--- config.mk ---
export PLATFORM = sky130hd
export DESIGN_NAME = hx8k_top
export DESIGN_NICKNAME = d
export VERILOG_FILES = /design/src/hw/soc_pkg.sv /design/src/hw/gpio_regs.sv /design/src/hw/hx8k_top.sv /design/src/hw/iomem_decoder.sv /design/src/hw/reset_gen.sv /design/src/hw/uart_ctrl.sv
export SDC_FILE = /design/constraint.sdc
export NUM_CORES = 1
export LEC_CHECK = 0
export BUFFER_PORTS_ARGS = -buffer_cell sky130_fd_sc_hd__clkbuf_2
export CORE_UTILIZATION = 62
export CTS_BUF_LIST = sky130_fd_sc_hd__clkbuf_8
export DETAILED_ROUTE_END_ITERATION = 7
export PLACE_DENSITY = 0.8
export SLEW_MARGIN = 30
export SYNTH_ARGS = -nofsm -noshare
export SYNTH_HDL_FRONTEND = slang
export SYNTH_SLANG_ARGS = --single-unit
--- constraint.sdc ---
create_clock -name clk -period 5 [get_ports clk]
set_input_delay 1 -clock clk [delete_from_list [all_inputs] [get_ports clk]]
set_output_delay 1 -clock clk [all_outputs]
set_load 0.005 [all_outputs]
--- src/hw/soc_pkg.sv ---
// Shared definitions for the board-level SoC subsystem
// Bus request and response structs, address views, region codes and peripheral constants
package soc_pkg;

	// Address word, decoded as a region by the decoder and as a register index by peripherals
	typedef union packed {
		logic [31:0] flat;    // Whole address word
		struct packed {
			logic [7:0]  region;    // Top byte selects the peripheral
			logic [21:0] reg_index; // Word index inside the peripheral
			logic [1:0]  byte_sel;  // Byte within the word, unused by word registers
		} fields;
	} iomem_addr_t;

	// Master to peripheral
	typedef struct packed {
		logic        valid;    // Request present, held until ready
		logic [3:0]  wstrb;    // Nonzero means write
		iomem_addr_t addr;
		logic [31:0] wdata;
	} iomem_req_t;

	// Peripheral to master
	typedef struct packed {
		logic        ready;    // One-cycle completion pulse
		logic [31:0] rdata;    // Valid while ready is high
	} iomem_rsp_t;

	// Region codes in addr[31:24]
	localparam logic [7:0] REGION_UART = 8'h02;
	localparam logic [7:0] REGION_GPIO = 8'h03;

	// UART register map by word index
	localparam logic [21:0] UART_REG_DIV  = 22'd0; // Clocks per serial bit
	localparam logic [21:0] UART_REG_DATA = 22'd1; // Write sends, read takes the rx byte

	// Internal reset stretch in clock cycles
	localparam logic [5:0] RESET_HOLD = 6'd16;

	// Eight clocks per bit out of reset
	localparam logic [31:0] UART_DIV_RESET = 32'd8;

	// Data read result with nothing buffered
	localparam logic [31:0] UART_RX_EMPTY = 32'hFFFF_FFFF;

	// LED pins on the board
	localparam int LED_WIDTH = 8;

endpackage

--- src/hw/gpio_regs.sv ---
// GPIO register
// One 32-bit word with byte-strobed writes and readback; the low byte drives the LEDs
`timescale 1ns/1ps

module gpio_regs (
	input  logic                           clk,
	input  logic                           sys_resetn,
	input  soc_pkg::iomem_req_t            req,
	output soc_pkg::iomem_rsp_t            rsp,
	output logic [soc_pkg::LED_WIDTH-1:0]  leds
);

	logic [31:0] gpio_q;

	always_ff @(posedge clk) begin
		if (!sys_resetn) begin
			gpio_q    <= 32'd0;
			rsp.ready <= 1'b0;
		end else begin
			rsp.ready <= 1'b0;                 // Ready is a pulse
			if (req.valid && !rsp.ready) begin // Ignore the held request during its ready cycle
				rsp.ready <= 1'b1;
				rsp.rdata <= gpio_q;           // Old value, even on a write
				for (int i = 0; i < 4; i++) begin
					if (req.wstrb[i])
						gpio_q[i*8 +: 8] <= req.wdata[i*8 +: 8];
				end
			end
		end
	end

	assign leds = gpio_q[soc_pkg::LED_WIDTH-1:0];

endmodule

--- src/hw/hx8k_top.sv ---
// Board top level
// Reset stretcher, iomem decoder, GPIO and UART around the external iomem master port
`timescale 1ns/1ps

module hx8k_top (
	input  logic                          clk,
	input  logic                          resetn,
	input  soc_pkg::iomem_req_t           bus_req,  // Master port, driven by the CPU side
	output soc_pkg::iomem_rsp_t           bus_rsp,
	output logic [soc_pkg::LED_WIDTH-1:0] leds,
	output logic                          ser_tx,
	input  logic                          ser_rx
);

	logic                sys_resetn; // Stretched internal reset
	soc_pkg::iomem_req_t gpio_req;
	soc_pkg::iomem_rsp_t gpio_rsp;
	soc_pkg::iomem_req_t uart_req;
	soc_pkg::iomem_rsp_t uart_rsp;

	reset_gen u_reset_gen (
		.clk        (clk),
		.resetn     (resetn),
		.sys_resetn (sys_resetn)
	);

	iomem_decoder u_decoder (
		.clk        (clk),
		.sys_resetn (sys_resetn),
		.bus_req    (bus_req),
		.bus_rsp    (bus_rsp),
		.gpio_req   (gpio_req),
		.gpio_rsp   (gpio_rsp),
		.uart_req   (uart_req),
		.uart_rsp   (uart_rsp)
	);

	// Region 03
	gpio_regs u_gpio (
		.clk        (clk),
		.sys_resetn (sys_resetn),
		.req        (gpio_req),
		.rsp        (gpio_rsp),
		.leds       (leds)
	);

	// Region 02
	uart_ctrl u_uart (
		.clk        (clk),
		.sys_resetn (sys_resetn),
		.req        (uart_req),
		.rsp        (uart_rsp),
		.ser_tx     (ser_tx),
		.ser_rx     (ser_rx)
	);

endmodule

--- src/hw/iomem_decoder.sv ---
// iomem address decoder
// Routes a request to one peripheral by region and merges responses; answers unmapped regions
`timescale 1ns/1ps

module iomem_decoder (
	input  logic                clk,
	input  logic                sys_resetn,

	input  soc_pkg::iomem_req_t bus_req,   // From the master
	output soc_pkg::iomem_rsp_t bus_rsp,

	output soc_pkg::iomem_req_t gpio_req,
	input  soc_pkg::iomem_rsp_t gpio_rsp,

	output soc_pkg::iomem_req_t uart_req,
	input  soc_pkg::iomem_rsp_t uart_rsp
);

	logic [7:0] region;
	logic       gpio_hit;
	logic       uart_hit;
	logic       unmapped_sel;
	logic       unmapped_ready; // Responder for regions with no peripheral

	assign region   = bus_req.addr.fields.region;
	assign gpio_hit = (region == soc_pkg::REGION_GPIO);
	assign uart_hit = (region == soc_pkg::REGION_UART);

	// Valid for an access that no peripheral claims
	assign unmapped_sel = bus_req.valid && !gpio_hit && !uart_hit;

	// Each peripheral sees the full request, but only its own valid
	always_comb begin
		gpio_req       = bus_req;
		gpio_req.valid = bus_req.valid && gpio_hit;
		uart_req       = bus_req;
		uart_req.valid = bus_req.valid && uart_hit;
	end

	// One-cycle dummy reply so the master never hangs on a bad address
	always_ff @(posedge clk) begin
		if (!sys_resetn) begin
			unmapped_ready <= 1'b0;
		end else begin
			unmapped_ready <= unmapped_sel && !unmapped_ready; // Single pulse per request
		end
	end

	// At most one responder is active; gate rdata by ready and OR together
	always_comb begin
		bus_rsp.ready = gpio_rsp.ready | uart_rsp.ready | unmapped_ready;
		bus_rsp.rdata = (gpio_rsp.rdata & {32{gpio_rsp.ready}})
			| (uart_rsp.rdata & {32{uart_rsp.ready}}); // Unmapped reads return zero
	end

endmodule

--- src/hw/reset_gen.sv ---
// Power-on reset stretcher
// Holds the internal reset low until the external reset has been high for RESET_HOLD cycles
`timescale 1ns/1ps

module reset_gen (
	input  logic clk,
	input  logic resetn,     // External reset, active low
	output logic sys_resetn  // Clean internal reset, active low
);

	logic [5:0] hold_cnt;    // Saturates at RESET_HOLD

	always_ff @(posedge clk) begin
		if (!resetn) begin
			hold_cnt <= 6'd0;    // Any low restarts the stretch
		end else if (hold_cnt != soc_pkg::RESET_HOLD) begin
			hold_cnt <= hold_cnt + 6'd1;
		end
	end

	// Released only once the counter has filled
	assign sys_resetn = (hold_cnt == soc_pkg::RESET_HOLD);

endmodule

--- src/hw/uart_ctrl.sv ---
// UART peripheral on the iomem bus
// Divider register, 8N1 transmit shifter with write back-pressure, one-byte receive buffer
`timescale 1ns/1ps

module uart_ctrl (
	input  logic                clk,
	input  logic                sys_resetn,
	input  soc_pkg::iomem_req_t req,
	output soc_pkg::iomem_rsp_t rsp,
	output logic                ser_tx,
	input  logic                ser_rx
);

	logic [31:0] div_q;        // Clocks per bit

	// Bus decode
	logic        req_write;
	logic        sel_div;
	logic        sel_data;
	logic        req_new;      // Valid and not already answered
	logic        rx_take;      // Data read empties the buffer

	// Transmit
	logic [9:0]  tx_pattern;   // Stop, data, start; LSB is on the wire
	logic [3:0]  tx_bitcnt;    // Bits still to send
	logic [31:0] tx_divcnt;
	logic        tx_busy;
	logic        tx_bit_done;

	// Receive
	logic [1:0]  rx_sync;      // Two-flop synchronizer
	logic        rx_in;
	logic        rx_active;
	logic [3:0]  rx_bitcnt;    // 0 start half bit, 1..8 data, 9 stop
	logic [31:0] rx_divcnt;
	logic [7:0]  rx_shift;
	logic [7:0]  rx_buf;
	logic        rx_valid;
	logic        rx_half_done;
	logic        rx_bit_done;

	assign req_write = (req.wstrb != 4'd0);
	assign sel_div   = (req.addr.fields.reg_index == soc_pkg::UART_REG_DIV);
	assign sel_data  = (req.addr.fields.reg_index == soc_pkg::UART_REG_DATA);
	assign req_new   = req.valid && !rsp.ready;
	assign rx_take   = req_new && !req_write && sel_data;

	assign tx_busy     = (tx_bitcnt != 4'd0);
	assign tx_bit_done = (tx_divcnt + 32'd1 >= div_q); // Divider of 0 acts as 1
	assign ser_tx      = tx_pattern[0];

	// Bus registers and transmit shifter
	always_ff @(posedge clk) begin
		if (!sys_resetn) begin
			rsp.ready  <= 1'b0;
			div_q      <= soc_pkg::UART_DIV_RESET;
			tx_pattern <= 10'h3FF;                // Line idles high
			tx_bitcnt  <= 4'd0;
			tx_divcnt  <= 32'd0;
		end else begin
			rsp.ready <= 1'b0;
			if (req_new) begin
				if (sel_div) begin
					rsp.ready <= 1'b1;
					rsp.rdata <= div_q;
					for (int i = 0; i < 4; i++) begin
						if (req.wstrb[i])
							div_q[i*8 +: 8] <= req.wdata[i*8 +: 8];
					end
				end else if (sel_data && req_write) begin
					if (!tx_busy) begin             // Otherwise stall until the frame ends
						rsp.ready  <= 1'b1;
						rsp.rdata  <= 32'd0;
						tx_pattern <= {1'b1, req.wdata[7:0], 1'b0};
						tx_bitcnt  <= 4'd10;
						tx_divcnt  <= 32'd0;
					end
				end else if (sel_data) begin
					rsp.ready <= 1'b1;
					rsp.rdata <= rx_valid ? {24'd0, rx_buf} : soc_pkg::UART_RX_EMPTY;
				end else begin
					// Unused index inside the UART region
					rsp.ready <= 1'b1;
					rsp.rdata <= 32'd0;
				end
			end

			// Shift one bit out every divider period
			if (tx_busy) begin
				if (tx_bit_done) begin
					tx_pattern <= {1'b1, tx_pattern[9:1]};
					tx_bitcnt  <= tx_bitcnt - 4'd1;
					tx_divcnt  <= 32'd0;
				end else begin
					tx_divcnt <= tx_divcnt + 32'd1;
				end
			end
		end
	end

	assign rx_in        = rx_sync[1];
	assign rx_half_done = ({rx_divcnt + 32'd1, 1'b0} >= {1'b0, div_q}); // Half a bit elapsed
	assign rx_bit_done  = (rx_divcnt + 32'd1 >= div_q);

	// Receive state machine with mid-bit sampling
	always_ff @(posedge clk) begin
		if (!sys_resetn) begin
			rx_sync   <= 2'b11;
			rx_active <= 1'b0;
			rx_bitcnt <= 4'd0;
			rx_divcnt <= 32'd0;
			rx_valid  <= 1'b0;
		end else begin
			rx_sync <= {rx_sync[0], ser_rx};
			if (rx_take)
				rx_valid <= 1'b0;                   // Set below wins if a byte lands now

			if (!rx_active) begin
				if (!rx_in) begin                   // Falling edge of a start bit
					rx_active <= 1'b1;
					rx_bitcnt <= 4'd0;
					rx_divcnt <= 32'd0;
				end
			end else if (rx_bitcnt == 4'd0) begin
				if (rx_half_done) begin
					rx_divcnt <= 32'd0;
					if (rx_in)
						rx_active <= 1'b0;          // Glitch, not a real start bit
					else
						rx_bitcnt <= 4'd1;
				end else begin
					rx_divcnt <= rx_divcnt + 32'd1;
				end
			end else if (rx_bit_done) begin
				rx_divcnt <= 32'd0;
				rx_bitcnt <= rx_bitcnt + 4'd1;
				if (rx_bitcnt == 4'd9) begin        // Middle of the stop bit
					rx_active <= 1'b0;
					rx_buf    <= rx_shift;          // Overwrites an unread byte
					rx_valid  <= 1'b1;
				end else begin
					rx_shift <= {rx_in, rx_shift[7:1]}; // LSB first
				end
			end else begin
				rx_divcnt <= rx_divcnt + 32'd1;
			end
		end
	end

endmodule

Yosys cells after proc, flatten, opt, wreduce, memory -nomap -nowiden
Cells that the tools add are included.
{"block": "word_totals", "register_bits": 239, "in_bits": 72, "word_cells": 133}
{"block": "classes", "add_sub_neg": 5, "order_cmp": 3, "n_eq_ne": 12, "mux": 45, "bitwise": 7, "n_reduce_logical": 37}
{"op": "two-way mux 32 bit", "n": 12}
{"op": "two-way mux 33 bit", "n": 4}
{"op": "adder 32 x 1 -> 32 bit (second input constant)", "n": 2}
{"op": "AND 32 bit", "n": 2}
{"op": ">= comparator 32 bit", "n": 2}
{"op": "two-way mux 10 bit", "n": 6}
{"op": "two-way mux 4 bit", "n": 12}
{"op": ">= comparator 33 x 32 -> 1 bit", "n": 1}
{"op": "OR 32 bit", "n": 1}
{"op": "equality test 22 x 1 -> 1 bit (second input constant)", "n": 1}
{"op": "zero test 22 bit", "n": 1}
{"op": "AND reduction 3 bit", "n": 6}
{"op": "equality test 8 x 2 -> 1 bit (second input constant)", "n": 2}
{"op": "AND reduction 2 bit", "n": 6}
{"op": "two-way mux 1 bit", "n": 11}
{"op": "logical AND 1 bit", "n": 10}
{"op": "AND reduction 5 bit", "n": 2}
{"op": "nonzero test 4 bit", "n": 2}
{"op": "adder 6 x 1 -> 6 bit (second input constant)", "n": 1}
{"op": "equality test 6 x 5 -> 1 bit (second input constant)", "n": 1}
{"op": "zero test 1 bit", "n": 6}
{"op": "inequality test 2 bit (second input constant)", "n": 3}
{"op": "inequality test 3 bit (second input constant)", "n": 2}
{"op": "inequality test 6 x 5 -> 1 bit (second input constant)", "n": 1}
{"op": "9 further kinds", "n": 12}

Longest topological paths before layout
Gate-level depths: netlist of run 1.
{"block": "depth", "ltp_word": 10, "depth_mapped": 19, "depth_no_buf": 17}

Cells and area by module
From an unflattened synthesis of run 1, not the netlist that was laid out.
{"block": "unflattened", "cells_unflattened": 1446, "area_unflattened_um2": 13880.8}
{"module": "uart_ctrl", "instances": 1, "cells_each": 1043, "area_per_inst_um2": 9789.4, "seq_area_each_um2": 3823.7}
{"module": "gpio_regs", "instances": 1, "cells_each": 186, "area_per_inst_um2": 2377.3, "seq_area_each_um2": 1621.6}
{"module": "iomem_decoder", "instances": 1, "cells_each": 186, "area_per_inst_um2": 1416.4, "seq_area_each_um2": 20.0}
{"module": "reset_gen", "instances": 1, "cells_each": 31, "area_per_inst_um2": 297.8, "seq_area_each_um2": 120.1}

Worst setup path before layout of run 1
Ideal clock, no wire load.
{"block": "synth_path", "path_type": "flip-flop to flip-flop", "startpoint": "register u_uart.rx_divcnt[0]", "endpoint": "register u_uart.rx_buf[0], enable pin", "setup_time_ns": 0.370, "t_arrival_ns": 3.693, "required_time_ns": 4.630, "setup_slack_ns": 0.936, "path_stages_with_launch": 17, "period_less_slack_ns": 4.064, "cell_sequence": "dfxtp_1 -> ha_1 -> and3_1 -> and3_1 -> and3_1 -> and3_1 -> nand3_1 -> xnor2_1 -> ha_1 -> nand4_1 -> or4_1 -> nor4_1 -> a2111oi_0 -> o21ai_1 -> and3_1 -> nand2_1 -> nor2_1"}
{"block": "synth_via", "elab_chain_len": 3}
{"element": "start: declaration", "line_no": "uart_ctrl.sv:35", "source": "logic [31:0] rx_divcnt;"}
{"element": "start signal: assignment", "line_no": "uart_ctrl.sv:132", "source": "rx_divcnt <= rx_divcnt + 32'd1;"}
{"element": "start signal: assignment", "line_no": "uart_ctrl.sv:145", "source": "rx_divcnt <= rx_divcnt + 32'd1;"}
{"element": "adder 32 x 1 -> 32 bit", "line_no": "uart_ctrl.sv:103", "source": "assign rx_bit_done = (rx_divcnt + 32'd1 >= div_q);"}
{"element": ">= comparator 32 bit", "line_no": "uart_ctrl.sv:103"}
{"element": "AND reduction 5 bit (no line)"}
{"element": "end signal: assignment", "line_no": "uart_ctrl.sv:139", "source": "rx_buf <= rx_shift;"}
{"element": "end: declaration", "line_no": "uart_ctrl.sv:37", "source": "logic [7:0] rx_buf;"}
Every way passes these cells.
A chain may end at the register's enable or synchronous reset.

Final worst setup path of run 1
{"block": "layout_path", "startpoint": "register u_uart.rx_divcnt[0]", "endpoint": "register u_uart.rx_shift[7], enable pin"}
{"block": "layout_via", "elab_chain_len": 3}
{"element": "adder 32 x 1 -> 32 bit", "line_no": "uart_ctrl.sv:103"}
{"element": ">= comparator 32 bit", "line_no": "uart_ctrl.sv:103"}
{"element": "AND reduction 5 bit (no line)"}
{"element": "end signal: assignment", "line_no": "uart_ctrl.sv:142", "source": "rx_shift <= {rx_in, rx_shift[7:1]};"}
{"element": "end: declaration", "line_no": "uart_ctrl.sv:36", "source": "logic [7:0] rx_shift;"}
Every way passes these cells.

==> metrics.md, run 1 <==
| Metric | Value |
|---|---|
| Vias in the first global route | roughly 10000 |
| Period minus WS final | roughly 4.6 ns |
| Synth Flop Type | dfxtp_1 |
| CP Capture Type | flop |
| Warnings from Yosys | 0 |
| Peak VDD IR | 0.1603 mV |
| # port buffers | ~110 |
| DIE AREA | 0.02102 sq mm |
| # DRC | 0 |
| Clk slew on worst S/H paths | 0.05 ns |
| Worst setup SP type | flop |
| Sequential share of the synthesized area | 0.4407 |
| Die W | about 140 um |
| Post-Layout Inst Area | between 0.01 and 0.015 sq mm |
| Drt wl/cell | around 17 um |
| Worst Tran Pin Value | 0.7561 ns |
| Hold WC Path Type | reg2reg |
| First-pass GRT wire length | about 48000 um |
| # rows | 51 |
| Seq cells post-synth | between 200 and 250 |
| Root buf cell | clkbuf_8 |
| Syn_area_per_cell | around 9.6 sq um |
| Normalized max-slew margin | 0.4959 |
| Core area | approximately 0.020 sq mm |
| Mapped Area | 0.01267 sq mm |
| CTS Buffer Depth | 3 |
| Worst-path fanout max | 8 |
| Status | completed |
| Routability Congestion | around 0.94 |
| Slowest stage cell on the critical path | or4_1 |
| Number of setup buffers added after CTS | 0 |
| Clk_skew | just under 0.02 ns |
| Clock latency on the worst-skew pair | 0.53 ns |
| Sink Count | roughly 240 |
| CP delay by family, top | simple AND/OR/NAND/NOR gates |
| Number of top-level pins | 114 |
| Final period util | 0.9263 |
| Placed cell areas | about 0.013 sq mm |
| Drt total wl | around 30000 um |
| N_diodes | 0 |
| Drt first pass iters | 6 |
| Fraction of layout cells with a size suffix above 1 | 0.1471 |
| FFs w/ async S/R, synth | 0 |
| Max Cap Violations | 0 |
| CP arrival | 4.81 ns |
| GRT Util Overall | 0.2795 |
| H-tree levels | 2 |
| Final Max Tran Viols | 0 |
| RSZ-0062 raised after global routing | no |
| Final net count | between 1500 and 2000 |
| Initial antenna violation count | 0 |
| Hold Vio Cnt, Final | 0 |
| Crit Path Category | reg2reg |
| Fillers | between 1000 and 1500 |
| Crit path cell chain | ha_1, and3_1, and3_1, and3_1, and3_1, nand3_1, xnor2_1, ha_1, nand4_1, or4_1, nor4_1, a2111oi_0, o21ai_1, and3_1, and3_1 |
| Number of synthesized flops with an enable pin | 80 |
| Cts repair resizes | 0 |
| CP Data Required Time | around 5.2 ns |
| Synth Instances | 1323 |
| Buf/Inv on CP | 0 |
| Final ANT Viol Nets | 0 |
| Via density | approximately 6 |
| Synth cell types | 70 |
| Number of buffers created by CTS | 40 |
| Fmax | between 200 and 250 MHz |
| Initial DRC Count | 769 |
| Hpwl dp | 21380 um |
| Via Count | 10360 |
| CP peak stage delay | ~0.56 ns |
| # hold bufs at CTS | 0 |
| Fin Setup TNS | 0 ns |
| Pin count of the biggest net entering global routing | between 90 and 100 |
| Syn_nets | between 1000 and 1500 |
| Grt ovf | 0 |
| Lkg Pwr | roughly 5.7 nW |
| CTS tree | yes |
| Die Span Y | around 140 um |
| Setup violators final | 0 |
| Power per cell area | around 260 mW/mm^2 |
| Worst path most repeated cell | and3_1 |
| Layout area overhead | 11.39% |
| Starting density of the core | 0.6427 |
[layer usage]
| metal | routed length [um] | vias to the layer above | track usage | part of all wire |
|---|---|---|---|---|
| li1 | - | 5005 | - | - |
| met1 | 13490 | 4914 | 0.3854 | 0.45 |
| met2 | 13580 | 380 | 0.4512 | 0.46 |
| met3 | 2077 | 58 | 0.04371 | 0.070 |
| met4 | 605 | 0 | 0.08457 | 0.020 |
| met5 | 0 | - | 0 | 0 |
[kinds of logic after synthesis]
group,share of synthesized area
AO/OA/AOI/OAI,0.1459
XOR/XNOR,0.05460
adder cells (fa/ha/maj),0.1017
buffers and inverters,0.04295
flip-flops,0.4407
multiplexers,0.01905
AND/OR/NAND/NOR,0.1951
[stage by stage]
step / setup WS (ns) / power [mW] / hold WS [ns] / util / std cells
after floorplan: 0.9364 / 2.055 / 0.3863 / - / 1323
after global placement: 0.5350 / 2.094 / 0.3922 / 0.6772 / 1646
after detailed placement: 0.4765 / 2.095 / 0.3925 / 0.6773 / 1646
after CTS: 0.4404 / 3.702 / 0.4050 / 0.7158 / 1720
after global routing: 0.0004348 / 3.797 / 0.4289 / 0.7160 / 1720
final: 0.3686 / 3.675 / 0.4031 / 0.7160 / 1720
[layout make-up]
| cell class | count | area [sq um] | area share |
|---|---|---|---|
| clock buffer | 47 | 646.9 | 0.04582 |
| sequential | 239 | 5587 | 0.3957 |
| timing repair buffer | 132 | 716.9 | 0.05078 |
| tap | 265 | 331.6 | 0.02349 |
| clock inverter | 27 | 112.6 | 0.007977 |
| multi-input combinational | 964 | 6550 | 0.4640 |
| inverter | 46 | 172.7 | 0.01223 |
[worst paths after layout]
path                                          start                 end  slack [ns]  cells after the start
worst max-delay path            u_uart.rx_divcnt[0]  u_uart.rx_shift[7]        0.37                     15
worst max register to register  u_uart.rx_divcnt[0]  u_uart.rx_shift[7]        0.37                     15
worst min-delay path              u_uart.rx_sync[0]   u_uart.rx_sync[1]        0.40                      1
worst min register to register    u_uart.rx_sync[0]   u_uart.rx_sync[1]        0.40                      1
[Yosys cell counts (all sizes together), types with 2 or more instances]
cell type    n  area, sq um
nor2        69        266.5
nor4        10        77.57
nor3        14        86.34
a2111oi      3        45.05
xor2        41        359.1
a22oi       21        157.7
or2          6        37.54
inv         46        172.7
or4          4        30.03
ha         103         1289
and4b        2        20.02
a21o        42        315.3
o311ai       4        35.03
nor3b        3        27.52
nor4bb       2        20.02
a211oi       7        52.55
nand2      154        580.6
o21a         2        15.01
buf         24        183.9
nand3      113        565.5
a2bb2oi      2        17.52
and2        12        76.33
and3        26        167.7
nand2b      18        120.1
nand4       33        206.5
clkbuf      50        187.7
mux2         9        101.4
a21boi       3        22.52
dfxtp      159         3183
xnor2       38        332.8
or3          4        25.02
o311a        2        20.02
a31oi        3        18.77
a21oi       92        460.4
o22ai        2        18.77
and4        11        96.34
edfxtp      80         2402
mux2i       14        140.1
a22o        53        464.2
o21ai       21        105.1
nor2b        7        43.79
[sequential cells by signal, indices dropped and copies added (netlist names)]
register,count
u_uart.rx_divcnt,32
u_uart.rx_buf,8
u_gpio.rsp,33
u_uart.rx_valid,1
u_uart.rx_shift,8
u_uart.tx_pattern,10
u_gpio.gpio_q,32
u_uart.rsp,33
u_decoder.unmapped_ready,1
u_uart.rx_sync,2
u_uart.rx_bitcnt,4
u_uart.tx_divcnt,32
u_uart.div_q,32
u_reset_gen.hold_cnt,6
u_uart.rx_active,1
u_uart.tx_bitcnt,4
[cell usage in the layout (no fill, tap or decap), types with 3 or more instances in the layout]
master / n
clkbuf_8: 47
dfxtp_1: 158
a211oi_1: 7
mux2_2: 9
or2_2: 6
nand2b_1: 17
nand4_1: 33
nor2b_1: 7
nor2_1: 68
a31oi_1: 3
buf_4: 20
clkbuf_2: 111
or3_1: 4
and4_1: 11
and2_1: 11
a22oi_1: 21
o311ai_1: 4
nor4_1: 9
a21o_1: 42
xnor2_1: 38
xor2_1: 41
a21oi_1: 92
nand2_1: 153
and3_1: 25
nor3_1: 11
nand3_1: 113
inv_1: 65
edfxtp_1: 80
a21boi_0: 3
clkinv_1: 3
o21ai_0: 20
clkinv_2: 3
mux2i_1: 14
a22o_1: 53
ha_1: 103
or4_1: 3
[where the power goes]
group	total (mW)	switching (mW)	internal [mW]
Clock	1.62	0.767	0.855
Sequential	2.00	0.00268	2.00
Combinational	0.0557	0.0311	0.0246
Power figures use the tool's default switching activity.
==> run 2: changes to the inputs <==
--- a/config.mk
+++ b/config.mk
@@ -5,11 +5,12 @@
 export SDC_FILE = /design/constraint.sdc
 export NUM_CORES = 1
 export LEC_CHECK = 0
+export ABC_AREA = 1
 export BUFFER_PORTS_ARGS = -buffer_cell sky130_fd_sc_hd__clkbuf_2
 export CORE_UTILIZATION = 62
 export CTS_BUF_LIST = sky130_fd_sc_hd__clkbuf_8
 export DETAILED_ROUTE_END_ITERATION = 7
-export PLACE_DENSITY = 0.8
+export PLACE_DENSITY = 0.79
 export SLEW_MARGIN = 30
 export SYNTH_ARGS = -nofsm -noshare
 export SYNTH_HDL_FRONTEND = slang
==> run 2 against run 1 <==
Critical path depth rose by 8. Wire length rose by 4.9%. Non-clock buffer count fell by 9. Largest cell class unchanged.
==> metrics.md, run 2 <==
| Metric | Value |
|---|---|
| Status | completed |
| Max Cap Violations | 0 |
| CP arrival | approximately 5.0 ns |
| CTS Buffer Depth | 3 |
| FFs w/ async S/R, synth | 0 |
| Power per cell area | 252.1 mW/mm^2 |
| Clk_skew | around 0.03 ns |
| Start of the worst register-to-register path | u_uart.tx_divcnt[0] |
| DIE AREA | between 0.02 and 0.025 sq mm |
| Worst hold path endpoint | u_uart.rx_sync[1] |
| FF-to-FF End | u_uart.tx_pattern[0] |
| Normalized max-slew margin | 0.5372 |
| Warnings from Yosys | 0 |
| Post-Synth Adder-Cell Area | 0.09586 |
| Number of synthesized flops with an enable pin | 80 |
| Fin Setup TNS | 0 ns |
| Pin count of the biggest net entering global routing | 62 |
| Starting density of the core | 0.6355 |
| Final Max Tran Viols | 0 |
| Number of buffers created by CTS | 39 |
| Buf/Inv on CP | 1 |
| CP Capture Type | flop |
| Cts repair resizes | 0 |
| Post-Synth XOR/XNOR Area | 0.04151 |
| Worst Tran Pin Value | 0.6878 ns |
| Placed cell areas | between 0.01 and 0.015 sq mm |
| R2r worst-path depth | 23 |
| Worst setup slack after layout | between 0.4 and 0.5 ns |
| Fraction of layout cells with a size suffix above 1 | 0.1661 |
| Drt wl/cell | about 16 um |
| Worst path most repeated cell | nand2_1 |
| Post-Route Utilization | 0.7030 |
| Syn_area_per_cell | 8.392 sq um |
| Number of top-level pins | about 110 |
| Synth cell types | 50 |
| H-tree levels | 2 |
| Reg2reg setup slack | between 0.4 and 0.5 ns |
| Crit Path Category | reg2reg |
| Peak VDD IR | approximately 0.14 mV |
| Fmax | between 200 and 250 MHz |
| Initial antenna violation count | 0 |
| # port buffers | ~110 |
| Most common cell after layout, fill and taps aside | nand2_1 |
| Area share of the largest cell type after synthesis | 0.2368 |
| Worst-path fanout max | 12 |
| Area leader, netlist | dfxtp_1 |
| CTS tree | yes |
| Via Count | roughly 11000 |
| Layout area overhead | 10.61% |
| Synth top area cells | dfxtp_1 (24%), edfxtp_1 (18%), ha_1 (9.6%) |
| Die Span Y | between 100 and 150 um |
| Post-Synth Simple-Gate Area | 0.2501 |
| Final net count | about 1900 |
| # rows | 53 |
| GRT Util Overall | 0.2816 |
| Final ANT Viol Nets | 0 |
| Drt first pass iters | 5 |
| Synth Instances | ~1600 |
| Synth Flop Type | dfxtp_1 |
| Compound-gate portion of the synthesized area | 0.1258 |
| Fin Hold WS | 0.4142 ns |
| Mux contribution to synthesized area | 0 |
| CP peak stage delay | approximately 0.49 ns |
| Sink Count | about 240 |
| Largest regs | u_gpio.rsp x33, u_uart.rsp x33 |
| Hold WC Path Type | reg2reg |
| Clock latency on the worst-skew pair | around 0.55 ns |
| Drt total wl | 31210 um |
| Lkg Pwr | around 6 nW |
| Period minus WS final | about 4.6 ns |
| Crit path cell chain | ha_1, nand2_1, nor2_2, nand3_1, nor2_1, nand2_2, nor3_4, nand3_2, nor2_2, nand2_1, xnor2_2, ha_1, nand2_1, nor2_1, nand2_1, nor4_1, nand4_1, nand3_1, nand2_1, inv_1, nor2_1, nand2_1, nand3_1 |
| Hold Startpoint | u_uart.rx_sync[0] |
| RSZ-0062 raised after global routing | no |
| Hold Vio Cnt, Final | 0 |
| Synth top cells by count | nand2_1 (319), dfxtp_1 (159), inv_1 (159) |
| Number of setup buffers added after CTS | 0 |
| Grt ovf | 0 |
| Hpwl dp | ~23000 um |
| CP Data Required Time | approximately 5.4 ns |
| Final period util | 0.9119 |
| Syn_nets | 1777 |
| Most frequent cell after synthesis | nand2_1 |
| Slowest stage cell on the critical path | dfxtp_1 |
| Main combinational cell family by area after synthesis | simple AND/OR/NAND/NOR gates |
| Root buf cell | clkbuf_8 |
| Sequential share of the synthesized area | 0.4154 |
| Worst setup SP type | flop |
| Seq cells post-synth | 239 |
| Via density | 5.681 |
| N_diodes | 0 |
| # DRC | 0 |
| Core area | between 0.02 and 0.025 sq mm |
| Setup violators final | 0 |
| Initial DRC Count | around 900 |
| Die W | between 100 and 150 um |
| Mapped Area | 0.01344 sq mm |
| Most frequent cells in the layout | nand2_1 (319), inv_1 (174), dfxtp_1 (158) |
| # hold bufs at CTS | 0 |
| Hold Crit Depth | 1 |
| CP delay by family, top | simple AND/OR/NAND/NOR gates |
| Routability Congestion | roughly 0.9 |
| Post-Layout Inst Area | between 0.01 and 0.015 sq mm |
| Vias in the first global route | 10500 |
| Pre-CTS WS | between 0.4 and 0.5 ns |
| Clk slew on worst S/H paths | approximately 0.06 ns |
| First-pass GRT wire length | around 50000 um |
==> run 2: cell count changes in the layout (fill, tap and decap cells not counted), sizes merged, moves of 14 or more <==
cell    delta
a21o      -41
a21oi     +40
a22o      -21
and3      -23
inv      +113
mux2i     -14
nand2    +176
nand2b    -18
nand3     -29
nor2      +79
nor3      +43
nor4      +25
o21ai     +57
xnor2     -17
==> run 2: how the worst max path moves through the flow <==
stage                             start                    to  cells after the start
floorplan           u_uart.rx_divcnt[0]      u_uart.rx_buf[0]                     16
global placement    u_uart.tx_divcnt[0]  u_uart.tx_pattern[0]                     23
detailed placement  u_uart.tx_divcnt[0]  u_uart.tx_pattern[0]                     23
CTS                 u_uart.tx_divcnt[0]  u_uart.tx_pattern[0]                     23
global route        u_uart.tx_divcnt[0]  u_uart.tx_pattern[0]                     23
finish              u_uart.tx_divcnt[0]  u_uart.tx_pattern[0]                     23
==> run 2: stage by stage <==
| stage | power (mW) | std cells |
|---|---|---|
| CTS | 3.775 | 2003 |
| global route | 3.877 | 2003 |
| detailed placement | 2.094 | 1935 |
| floorplan | 2.054 | 1602 |
| global placement | 2.093 | 1935 |
| finish | 3.750 | 2003 |
==> run 2: layout make-up <==
class                           instances  area (sq um)
Sequential cell                       239          5587
Clock buffer                           42         578.1
Tap cell                              275         344.1
Timing Repair Buffer                  123         645.6
Inverter                              164         619.3
Clock inverter                         26         188.9
Fill cell                            1700          6284
Multi-Input combinational cell       1134          6908
==> run 2: where the power goes <==
| part | total (mW) | internal [mW] | switching, mW |
|---|---|---|---|
| clock network | 1.70 | 0.931 | 0.766 |
| logic | 0.0548 | 0.0248 | 0.0300 |
| registers | 2.00 | 2.00 | 0.00227 |
==> run 2: logic make-up after synthesis <==
| group | Yosys count |
|---|---|
| and+or+nand+nor | 694 |
| AOI/OAI and AO/OA | 275 |
| DFF | 239 |
| buffers and inverters | 229 |
| adders and majority gates | 103 |
| xor gates and xnor gates | 62 |
==> run 2: worst register-to-register path, delay by kind of cell (launching register included) <==
kind,cells,cell delay [ns]
buf+inv,1,0.40
fa+ha+maj,2,0.52
flops,1,0.49
xor+xnor,1,0.15
simple gates,19,2.87
==> run 2: metal layers <==
metal  global-route usage  wire length (um)  part of all wire  vias to the layer above
li1                     -                 -                 -                     5643
met1               0.3748             13930              0.45                     5271
met2               0.4593             14290              0.46                      409
met3              0.04526              2241             0.072                       57
met4               0.1071               755             0.024                        0
met5                    0                 0                 0                        -
